File: src/hdl/host_proto_pkg.sv
// wire-format constants, opcode enum and response status enum
package host_proto_pkg;

    // frame markers on the byte streams
    localparam logic [7:0] rx_frame_id = 8'hCD;
    localparam logic [7:0] tx_frame_id = 8'hDC;

    // header field widths
    localparam int dword_width = 32;
    localparam int count_width = 24;

    // header bits 27..24
    typedef enum logic [3:0] {
        op_ping  = 4'h0,
        op_write = 4'h1,
        op_read  = 4'h2,
        op_reset = 4'h3
    } host_opcode_e;

    // low nibble of the response status byte
    typedef enum logic [3:0] {
        st_ping  = 4'hF,
        st_reset = 4'hC,
        st_read  = 4'hE,
        st_write = 4'hD
    } rsp_status_e;

endpackage

File: src/hdl/host_bus_pkg.sv
// packed records for the byte streams, dword links and master-side beats
package host_bus_pkg;

    typedef struct packed {
        logic [7:0] data;
        logic       first;
    } rx_byte_t;

    typedef struct packed {
        logic [host_proto_pkg::dword_width-1:0] word;
        logic                                   frame_start;
    } rx_dword_t;

    typedef struct packed {
        host_proto_pkg::host_opcode_e           opcode;
        logic [3:0]                             flags;
        logic [host_proto_pkg::count_width-1:0] count;
        logic [host_proto_pkg::dword_width-1:0] address;
        logic [host_proto_pkg::dword_width-1:0] data;
    } host_cmd_t;

    typedef struct packed {
        logic [7:0]                             status;
        logic [host_proto_pkg::count_width-1:0] count;
        logic [host_proto_pkg::dword_width-1:0] address;
        logic [host_proto_pkg::dword_width-1:0] data;
    } host_rsp_t;

    typedef struct packed {
        logic [host_proto_pkg::dword_width-1:0] word;
        logic                                   byte_only;
    } tx_word_t;

endpackage

File: src/hdl/dword_assembler.sv
// frame hunter and big-endian byte to dword packer with holding register
module dword_assembler (
    input  logic                   clk,
    input  logic                   rst,
    input  host_bus_pkg::rx_byte_t rx,
    input  logic                   rx_valid,
    output logic                   rx_ready,
    output host_bus_pkg::rx_dword_t dw,
    output logic                   dw_valid,
    input  logic                   dw_ready
);

    logic                                   in_frame;
    logic                                   start_pending;
    logic [1:0]                             byte_cnt;
    logic [host_proto_pkg::dword_width-9:0] shift_q;
    logic                                   rx_take;
    logic                                   word_done;

    // only a completing byte has to wait for the holding register
    assign rx_ready  = !(dw_valid && in_frame && !rx.first && byte_cnt == 2'd3);
    assign rx_take   = rx_valid && rx_ready;
    assign word_done = rx_take && !rx.first && in_frame && byte_cnt == 2'd3;

    always_ff @(posedge clk) begin
        if (rst) begin
            in_frame      <= 1'b0;
            start_pending <= 1'b0;
            byte_cnt      <= 2'd0;
            dw_valid      <= 1'b0;
        end else begin
            if (dw_valid && dw_ready) begin
                dw_valid <= 1'b0;
            end
            if (rx_take) begin
                if (rx.first) begin
                    // any marker restarts the count, a bad one goes back to hunting
                    byte_cnt      <= 2'd0;
                    in_frame      <= (rx.data == host_proto_pkg::rx_frame_id);
                    start_pending <= (rx.data == host_proto_pkg::rx_frame_id);
                end else if (in_frame) begin
                    byte_cnt <= byte_cnt + 1'b1;
                end
            end
            if (word_done) begin
                dw_valid      <= 1'b1;
                start_pending <= 1'b0;
            end
        end
    end

    // shift register and holding register carry payload only
    always_ff @(posedge clk) begin
        if (rx_take && !rx.first && in_frame) begin
            shift_q <= {shift_q[15:0], rx.data};
        end
        if (word_done) begin
            dw.word        <= {shift_q, rx.data};
            dw.frame_start <= start_pending;
        end
    end

endmodule

File: src/hdl/command_parser.sv
// inbound frame FSM producing master command beats and the reset pulse
module command_parser (
    input  logic                    clk,
    input  logic                    rst,
    input  host_bus_pkg::rx_dword_t dw,
    input  logic                    dw_valid,
    output logic                    dw_ready,
    output host_bus_pkg::host_cmd_t cmd,
    output logic                    cmd_valid,
    input  logic                    cmd_ready,
    output logic                    cmd_reset
);

    typedef enum logic [1:0] {
        wait_header,
        wait_address,
        wait_data,
        deliver
    } state_e;

    state_e                                 state;
    host_bus_pkg::host_cmd_t                cmd_q;
    logic [host_proto_pkg::count_width-1:0] remain_q;
    logic [host_proto_pkg::count_width-1:0] hdr_count;
    host_proto_pkg::host_opcode_e           hdr_op;
    logic                                   take;
    logic                                   hdr_take;
    logic                                   addr_take;
    logic                                   data_take;

    assign dw_ready  = (state != deliver);
    assign cmd_valid = (state == deliver);
    assign cmd       = cmd_q;

    assign hdr_op    = host_proto_pkg::host_opcode_e'(dw.word[27:24]);
    assign hdr_count = dw.word[23:0];

    // a frame start always restarts decoding, other words only count inside a frame
    assign take      = dw_valid && dw_ready;
    assign hdr_take  = take && dw.frame_start;
    assign addr_take = take && !dw.frame_start && state == wait_address;
    assign data_take = take && !dw.frame_start && state == wait_data;

    always_ff @(posedge clk) begin
        if (rst) begin
            state     <= wait_header;
            remain_q  <= '0;
            cmd_reset <= 1'b0;
        end else begin
            cmd_reset <= 1'b0;
            if (hdr_take) begin
                case (hdr_op)
                    host_proto_pkg::op_ping: begin
                        state <= deliver;
                    end
                    host_proto_pkg::op_write, host_proto_pkg::op_read: begin
                        state <= wait_address;
                        // a zero count still carries one data word
                        remain_q <= hdr_count |
                            {{(host_proto_pkg::count_width - 1){1'b0}}, hdr_count == '0};
                    end
                    host_proto_pkg::op_reset: begin
                        cmd_reset <= 1'b1;
                        state     <= wait_header;
                    end
                    default: begin
                        // rest of the frame is dropped in wait_header
                        state <= wait_header;
                    end
                endcase
            end else if (addr_take) begin
                state <= (cmd_q.opcode == host_proto_pkg::op_write) ? wait_data : deliver;
            end else if (data_take) begin
                remain_q <= remain_q - 1'b1;
                state    <= deliver;
            end else if (cmd_valid && cmd_ready) begin
                if (cmd_q.opcode == host_proto_pkg::op_write && remain_q != '0) begin
                    state <= wait_data;
                end else begin
                    state <= wait_header;
                end
            end
        end
    end

    // beat payload, address stays put across the data words of a write
    always_ff @(posedge clk) begin
        if (hdr_take) begin
            cmd_q.opcode  <= hdr_op;
            cmd_q.flags   <= dw.word[31:28];
            cmd_q.count   <= hdr_count;
            cmd_q.address <= '0;
            cmd_q.data    <= '0;
        end else if (addr_take) begin
            cmd_q.address <= dw.word;
        end else if (data_take) begin
            cmd_q.data <= dw.word;
        end
    end

endmodule

File: src/hdl/response_framer.sv
// outbound FSM turning response beats into ID, status, address and data words
module response_framer (
    input  logic                    clk,
    input  logic                    rst,
    input  host_bus_pkg::host_rsp_t rsp,
    input  logic                    rsp_valid,
    output logic                    rsp_ready,
    output host_bus_pkg::tx_word_t  tw,
    output logic                    tw_valid,
    input  logic                    tw_ready
);

    typedef enum logic [2:0] {
        idle,
        send_id,
        send_status,
        send_address,
        send_data,
        more_data
    } state_e;

    state_e                                 state;
    host_bus_pkg::host_rsp_t                rsp_q;
    logic [host_proto_pkg::count_width-1:0] remain_q;
    logic                                   rsp_take;
    logic                                   tw_done;
    logic                                   is_write;
    logic                                   has_body;

    assign rsp_take = rsp_valid && rsp_ready;
    assign tw_done  = tw_valid && tw_ready;
    assign is_write = (rsp_q.status[3:0] == host_proto_pkg::st_write);
    assign has_body = is_write || (rsp_q.status[3:0] == host_proto_pkg::st_read);

    // word presented to the serializer for the current state
    always_comb begin
        tw_valid     = 1'b1;
        tw.byte_only = 1'b0;
        tw.word      = '0;
        case (state)
            send_id: begin
                tw.word      = {host_proto_pkg::tx_frame_id,
                                {host_proto_pkg::count_width{1'b0}}};
                tw.byte_only = 1'b1;
            end
            send_status: begin
                if (has_body) begin
                    tw.word = {rsp_q.status, rsp_q.count};
                end else begin
                    tw.word = {rsp_q.status, {host_proto_pkg::count_width{1'b0}}};
                end
            end
            send_address: begin
                tw.word = rsp_q.address;
            end
            send_data: begin
                tw.word = rsp_q.data;
            end
            default: begin
                tw_valid = 1'b0;
            end
        endcase
    end

    // rsp_ready is registered and high only while sitting in idle or more_data
    always_ff @(posedge clk) begin
        if (rst) begin
            state     <= idle;
            rsp_ready <= 1'b0;
            remain_q  <= '0;
        end else begin
            rsp_ready <= 1'b0;
            case (state)
                idle: begin
                    if (rsp_take) begin
                        state    <= send_id;
                        remain_q <= rsp.count;
                    end else begin
                        rsp_ready <= 1'b1;
                    end
                end
                send_id: begin
                    if (tw_done) begin
                        state <= send_status;
                    end
                end
                send_status: begin
                    if (tw_done) begin
                        if (has_body) begin
                            state <= send_address;
                        end else begin
                            state     <= idle;
                            rsp_ready <= 1'b1;
                        end
                    end
                end
                send_address: begin
                    if (tw_done) begin
                        state <= send_data;
                    end
                end
                send_data: begin
                    if (tw_done) begin
                        state     <= (is_write && remain_q != '0) ? more_data : idle;
                        rsp_ready <= 1'b1;
                    end
                end
                more_data: begin
                    if (rsp_take) begin
                        state    <= send_data;
                        remain_q <= remain_q - 1'b1;
                    end else begin
                        rsp_ready <= 1'b1;
                    end
                end
                default: begin
                    state <= idle;
                end
            endcase
        end
    end

    // extra beats only replace the data word
    always_ff @(posedge clk) begin
        if (rsp_take) begin
            if (state == idle) begin
                rsp_q <= rsp;
            end else begin
                rsp_q.data <= rsp.data;
            end
        end
    end

endmodule

File: src/hdl/dword_serializer.sv
// word to byte shifter, MSB first, towards the transmit stream
module dword_serializer (
    input  logic                   clk,
    input  logic                   rst,
    input  host_bus_pkg::tx_word_t tw,
    input  logic                   tw_valid,
    output logic                   tw_ready,
    output logic [7:0]             tx,
    output logic                   tx_valid,
    input  logic                   tx_ready
);

    logic [host_proto_pkg::dword_width-1:0] shift_q;
    // bytes still to send, 0 means empty
    logic [2:0]                             left_q;
    logic                                   load;
    logic                                   tx_take;

    assign tw_ready = (left_q == 3'd0);
    assign tx_valid = (left_q != 3'd0);
    assign tx       = shift_q[31:24];
    assign load     = tw_valid && tw_ready;
    assign tx_take  = tx_valid && tx_ready;

    always_ff @(posedge clk) begin
        if (rst) begin
            left_q <= 3'd0;
        end else if (load) begin
            left_q <= tw.byte_only ? 3'd1 : 3'd4;
        end else if (tx_take) begin
            left_q <= left_q - 1'b1;
        end
    end

    always_ff @(posedge clk) begin
        if (load) begin
            shift_q <= tw.word;
        end else if (tx_take) begin
            shift_q <= {shift_q[23:0], 8'h00};
        end
    end

endmodule

File: src/hdl/host_interface.sv
// host protocol engine top: inbound assembler and parser, outbound framer and serializer
module host_interface (
    input  logic                    clk,
    input  logic                    rst,
    input  host_bus_pkg::rx_byte_t  rx,
    input  logic                    rx_valid,
    output logic                    rx_ready,
    output host_bus_pkg::host_cmd_t cmd,
    output logic                    cmd_valid,
    input  logic                    cmd_ready,
    output logic                    cmd_reset,
    input  host_bus_pkg::host_rsp_t rsp,
    input  logic                    rsp_valid,
    output logic                    rsp_ready,
    output logic [7:0]              tx,
    output logic                    tx_valid,
    input  logic                    tx_ready
);

    // assembler to parser
    host_bus_pkg::rx_dword_t dw;
    logic                    dw_valid;
    logic                    dw_ready;

    // framer to serializer
    host_bus_pkg::tx_word_t  tw;
    logic                    tw_valid;
    logic                    tw_ready;

    dword_assembler dword_assembler_inst (
        .clk      (clk),
        .rst      (rst),
        .rx       (rx),
        .rx_valid (rx_valid),
        .rx_ready (rx_ready),
        .dw       (dw),
        .dw_valid (dw_valid),
        .dw_ready (dw_ready)
    );

    command_parser command_parser_inst (
        .clk       (clk),
        .rst       (rst),
        .dw        (dw),
        .dw_valid  (dw_valid),
        .dw_ready  (dw_ready),
        .cmd       (cmd),
        .cmd_valid (cmd_valid),
        .cmd_ready (cmd_ready),
        .cmd_reset (cmd_reset)
    );

    response_framer response_framer_inst (
        .clk       (clk),
        .rst       (rst),
        .rsp       (rsp),
        .rsp_valid (rsp_valid),
        .rsp_ready (rsp_ready),
        .tw        (tw),
        .tw_valid  (tw_valid),
        .tw_ready  (tw_ready)
    );

    dword_serializer dword_serializer_inst (
        .clk      (clk),
        .rst      (rst),
        .tw       (tw),
        .tw_valid (tw_valid),
        .tw_ready (tw_ready),
        .tx       (tx),
        .tx_valid (tx_valid),
        .tx_ready (tx_ready)
    );

endmodule

File: config.mk
export PLATFORM = sky130hd
export DESIGN_NAME = host_interface
export DESIGN_NICKNAME = d
export VERILOG_FILES = /design/src/hdl/host_proto_pkg.sv /design/src/hdl/host_bus_pkg.sv /design/src/hdl/dword_assembler.sv /design/src/hdl/command_parser.sv /design/src/hdl/response_framer.sv /design/src/hdl/dword_serializer.sv /design/src/hdl/host_interface.sv
export SDC_FILE = /design/constraint.sdc
export NUM_CORES = 1
export LEC_CHECK = 0
export BUFFER_PORTS_ARGS = -buffer_cell sky130_fd_sc_hd__buf_4
export CAP_MARGIN = 10
export CELL_PAD_IN_SITES_DETAIL_PLACEMENT = 0
export CELL_PAD_IN_SITES_GLOBAL_PLACEMENT = 1
export CORE_UTILIZATION = 35
export DETAILED_ROUTE_END_ITERATION = 8
export PLACE_DENSITY = 0.69
export SLEW_MARGIN = 20
export SYNTH_ARGS = -nofsm -noshare
export SYNTH_HDL_FRONTEND = slang
export SYNTH_HIERARCHICAL = 1
export SYNTH_SLANG_ARGS = --single-unit
File: constraint.sdc
create_clock -name clk -period 9.28 [get_ports clk]
set_clock_uncertainty 0.1 [all_clocks]
set_input_delay 2.32 -clock clk [delete_from_list [all_inputs] [get_ports clk]]
set_output_delay 2.32 -clock clk [all_outputs]
set_load 0.01 [all_outputs]
==> results.cfg <==
[sta]
setup_viol = 0
hold_viol_final = 0
slew_viol_final = 0
timing.final.crit_share_pct = 56.1
whs_ns = 0.317
rsz0062_at_grt = false
relSlewSlack_pct = 32.1
period_needed_ns = 5.20
setup_tns_ns = 0
fin_ws_ns = 4.08
fmax_ghz = 0.192
worst_pin_slew_ns = 1.02

[power_and_ir_drop]
power_report.internal_total_mw = 3.38
p_sw_mw = 1.34
p_clk_share_pct = 36.1
leakage_nw = 6.43
swShare_pct = 28.5
ir_drop_mv = 0.162
power_mw = 4.72
powerDensity_mw_per_mm2 = 267
power_frac_comb_pct = 22.2
seqPwrFrac_pct = 41.7

[synthesis]
async_reset_ff_share_pct = 0
avgSynthCellArea_um2 = 12.0
yosysTopAreaCell = edfxtp_1
ys_warn_count = 6
synth_seq_cells = 344
synth_top_area_share_pct = 46.0
yosys_most_used_dff = edfxtp_1
synth_nets = 1296
synthTopCellsByArea = edfxtp_1, dfxtp_1, nand2_1
synth_cell_types = 89
syn_area_mm2 = 0.0142
yosysSeqAreaShare_pct = 63.9
synth_edf_count = 217
synthCells = 1179

[clock_network]
clk_transition_reported_paths_ns = 0.06
cts_hold_buffers = 0
post_cts_resized = 0
clockRootBuffer = clkbuf_16
htree_levels = 2
cts_tree = yes
clkSinkCount = 344
cts_max_path_buffers = 3
clk_latency_ns = 0.55
cts_buffers = 39
post_cts_buffers = 0

[grt]
track_usage_pct = 19.1
antenna_found_initial = 3
grt_max_degree = 65
grt_overflow = 0
grt_pass1_vias = 9796
grt_first_pass_wirelength_um = 60000

[place]
dp_cells = 1859
routabilityCongestion = 0.820
place_hpwl_um = 26200
place_worst_setup_slack_ns = 4.07
port_buffers = 219

[cells_and_area]
area_growth_pct = 24.8
drive_above_1_share_pct = 25.8
fillers = 3784
finalNetCount = 1492
seqCellArea_mm2 = 0.00906
multi_input_area_mm2 = 0.00471
layoutNonFillerInstCount = 1930
num_antenna_cells = 0

[worst_hold_path]
hold_class = flop to flop
holdCritStartpoint = dword_assembler_inst/shift_q[22]$_DFFE_PP_

[route]
drt_iter0_drc = 922
drc = 0
vias_per_cell = 5.30
ant_nets = 0
vias = 10200
drtPass1Iterations = 5
wl_per_cell_um = 20.5
wl_um = 39600

[worst_setup_path]
criticalPathCategory = primary input to primary output
r2r-start = dword_assembler_inst/dw_valid$_SDFFE_PP0P_
critPathLaunch = rx[0]
worst_path_most_repeated_cell = buf_4
crit_chain = buf_4 -> nand4b_1 -> buf_4
critPathLaunchType = primary input
rrSetupSlack_ns = 5.35
endpoint_kind = primary output
crit_arrival_ns = 2.78
worstPathRequired_ns = 6.86
cp_max_fo = 5
crit_slowest_cell = buf_4
cpPeakStageDelay_ns = 0.17

[floorplanning]
die_x_um = 203
boundaryPins = 220
dieArea_mm2 = 0.0413
initial_core_util_pct = 35.6
core_region_area_mm2 = 0.0398
rows = 73
die_h_um = 203

[outcome]
outcome = finished, final reports clean

[flow_run]
maxCapViolations = 0
==> power by group through the flow <==
stage,sequential (mW),combinational (mW),clock (mW)
final,1.97,1.05,1.70
after global routing,1.99,1.14,1.80
after CTS,1.97,1.05,1.75
after detailed placement,2.00,1.05,0
after global placement,2.00,1.04,0
after floorplan,1.99,0.762,0
==> placed cells by master, fill, tap and decap left out, types with 5 or more instances in the layout <==
master,n
dfxtp_1,126
o21ai_0,63
a21oi_1,86
mux2_4,20
a31oi_1,9
buf_4,235
nand3b_1,6
mux2_2,5
nor3_1,18
clkbuf_1,5
o22ai_1,6
inv_1,14
a22oi_1,28
ha_1,6
nand4_1,14
mux2i_1,6
edfxtp_1,217
nor4b_1,6
a22o_1,34
a32o_1,8
nand2_1,154
or4_1,6
a211oi_1,6
nor2_1,66
o211ai_1,5
nand2b_1,8
nor4_1,21
clkinv_1,6
and2_1,13
o31ai_1,18
or3_1,5
clkbuf_16,42
nand3_1,13
bufinv_16,8
==> per-layer routing <==
metal  vias up  track usage, %  wire length (um)
li1       4855               -                 -
met1      5026            27.7             18600
met2       294            29.3             18200
met3        47            3.68              2210
met4         2            4.51               643
met5         -               0                10
==> cell usage after synthesis, drive strengths merged, types with 6 or more instances <==
master,number
nand3b,6
buf,33
ha,6
nor2,68
nand2b,8
a22o,34
nand3,15
mux2,25
inv,15
a211oi,7
or4,8
a21oi,87
and2,13
a31oi,9
nand2,155
nand4,14
o22ai,6
edfxtp,217
a22oi,28
nor3,21
clkbuf,47
nor3b,6
mux2i,6
dfxtp,127
a32o,8
or3,7
nor4,27
nor4b,7
o21ai,66
o31ai,18
==> worst paths after layout <==
| check | to | depth (start not counted) |
|---|---|---|
| worst max-delay path | rx_ready | 3 |
| worst min-delay path | dword_assembler_inst/dw[31]$_DFFE_PP_ | 0 |
| worst max register to register | command_parser_inst/remain_q[20]$_SDFFE_PP0P_ | 7 |
| worst min register to register | dword_assembler_inst/dw[31]$_DFFE_PP_ | 0 |
==> critical path: cells and delay by family <==
family,cells,cell delay [ns]
buf+inv,2,0.30
simple gates,1,0.16
==> metrics by stage <==
stage	utilization (%)	instance area (um2)
floorplan	-	14200
global placement	40.8	16200
detailed placement	40.8	16200
CTS	44.4	17700
global route	44.4	17700
finish	44.4	17700
==> flip-flops by register name, indices dropped and copies added, names as in the netlist <==
register	count
command_parser_inst/cmd	96
command_parser_inst/cmd_reset	1
command_parser_inst/remain_q	24
command_parser_inst/state	2
dword_assembler_inst/byte_cnt	2
dword_assembler_inst/dw	33
dword_assembler_inst/dw_valid	1
dword_assembler_inst/in_frame	1
dword_assembler_inst/shift_q	24
dword_assembler_inst/start_pending	1
dword_serializer_inst/left_q	3
dword_serializer_inst/shift_q	32
response_framer_inst/remain_q	24
response_framer_inst/rsp_q	96
response_framer_inst/rsp_ready	1
response_framer_inst/state	3
==> cell families (layout without fill, tap and decap cells) <==
group / after synthesis / count (layout) / share of synthesized area [%]
simple gates: 383 / 383 / 14.3
flops: 344 / 344 / 63.9
compound gates: 316 / 316 / 14.9
buf+inv: 95 / 321 / 3.12
mux: 31 / 31 / 2.94
fa+ha+maj: 6 / 6 / 0.530
xor+xnor: 4 / 4 / 0.300
==> area by class of cell <==
cell class / count / area share [%]
flip-flops and latches: 344 / 51.2
clock buffers: 51 / 6.36
clock inverters: 20 / 1.75
well taps: 525 / 3.71
inverters: 15 / 0.326
repair buffers: 235 / 9.98
multi-input cells: 740 / 26.6
No activity file was read; power rests on OpenSTA's default activity.
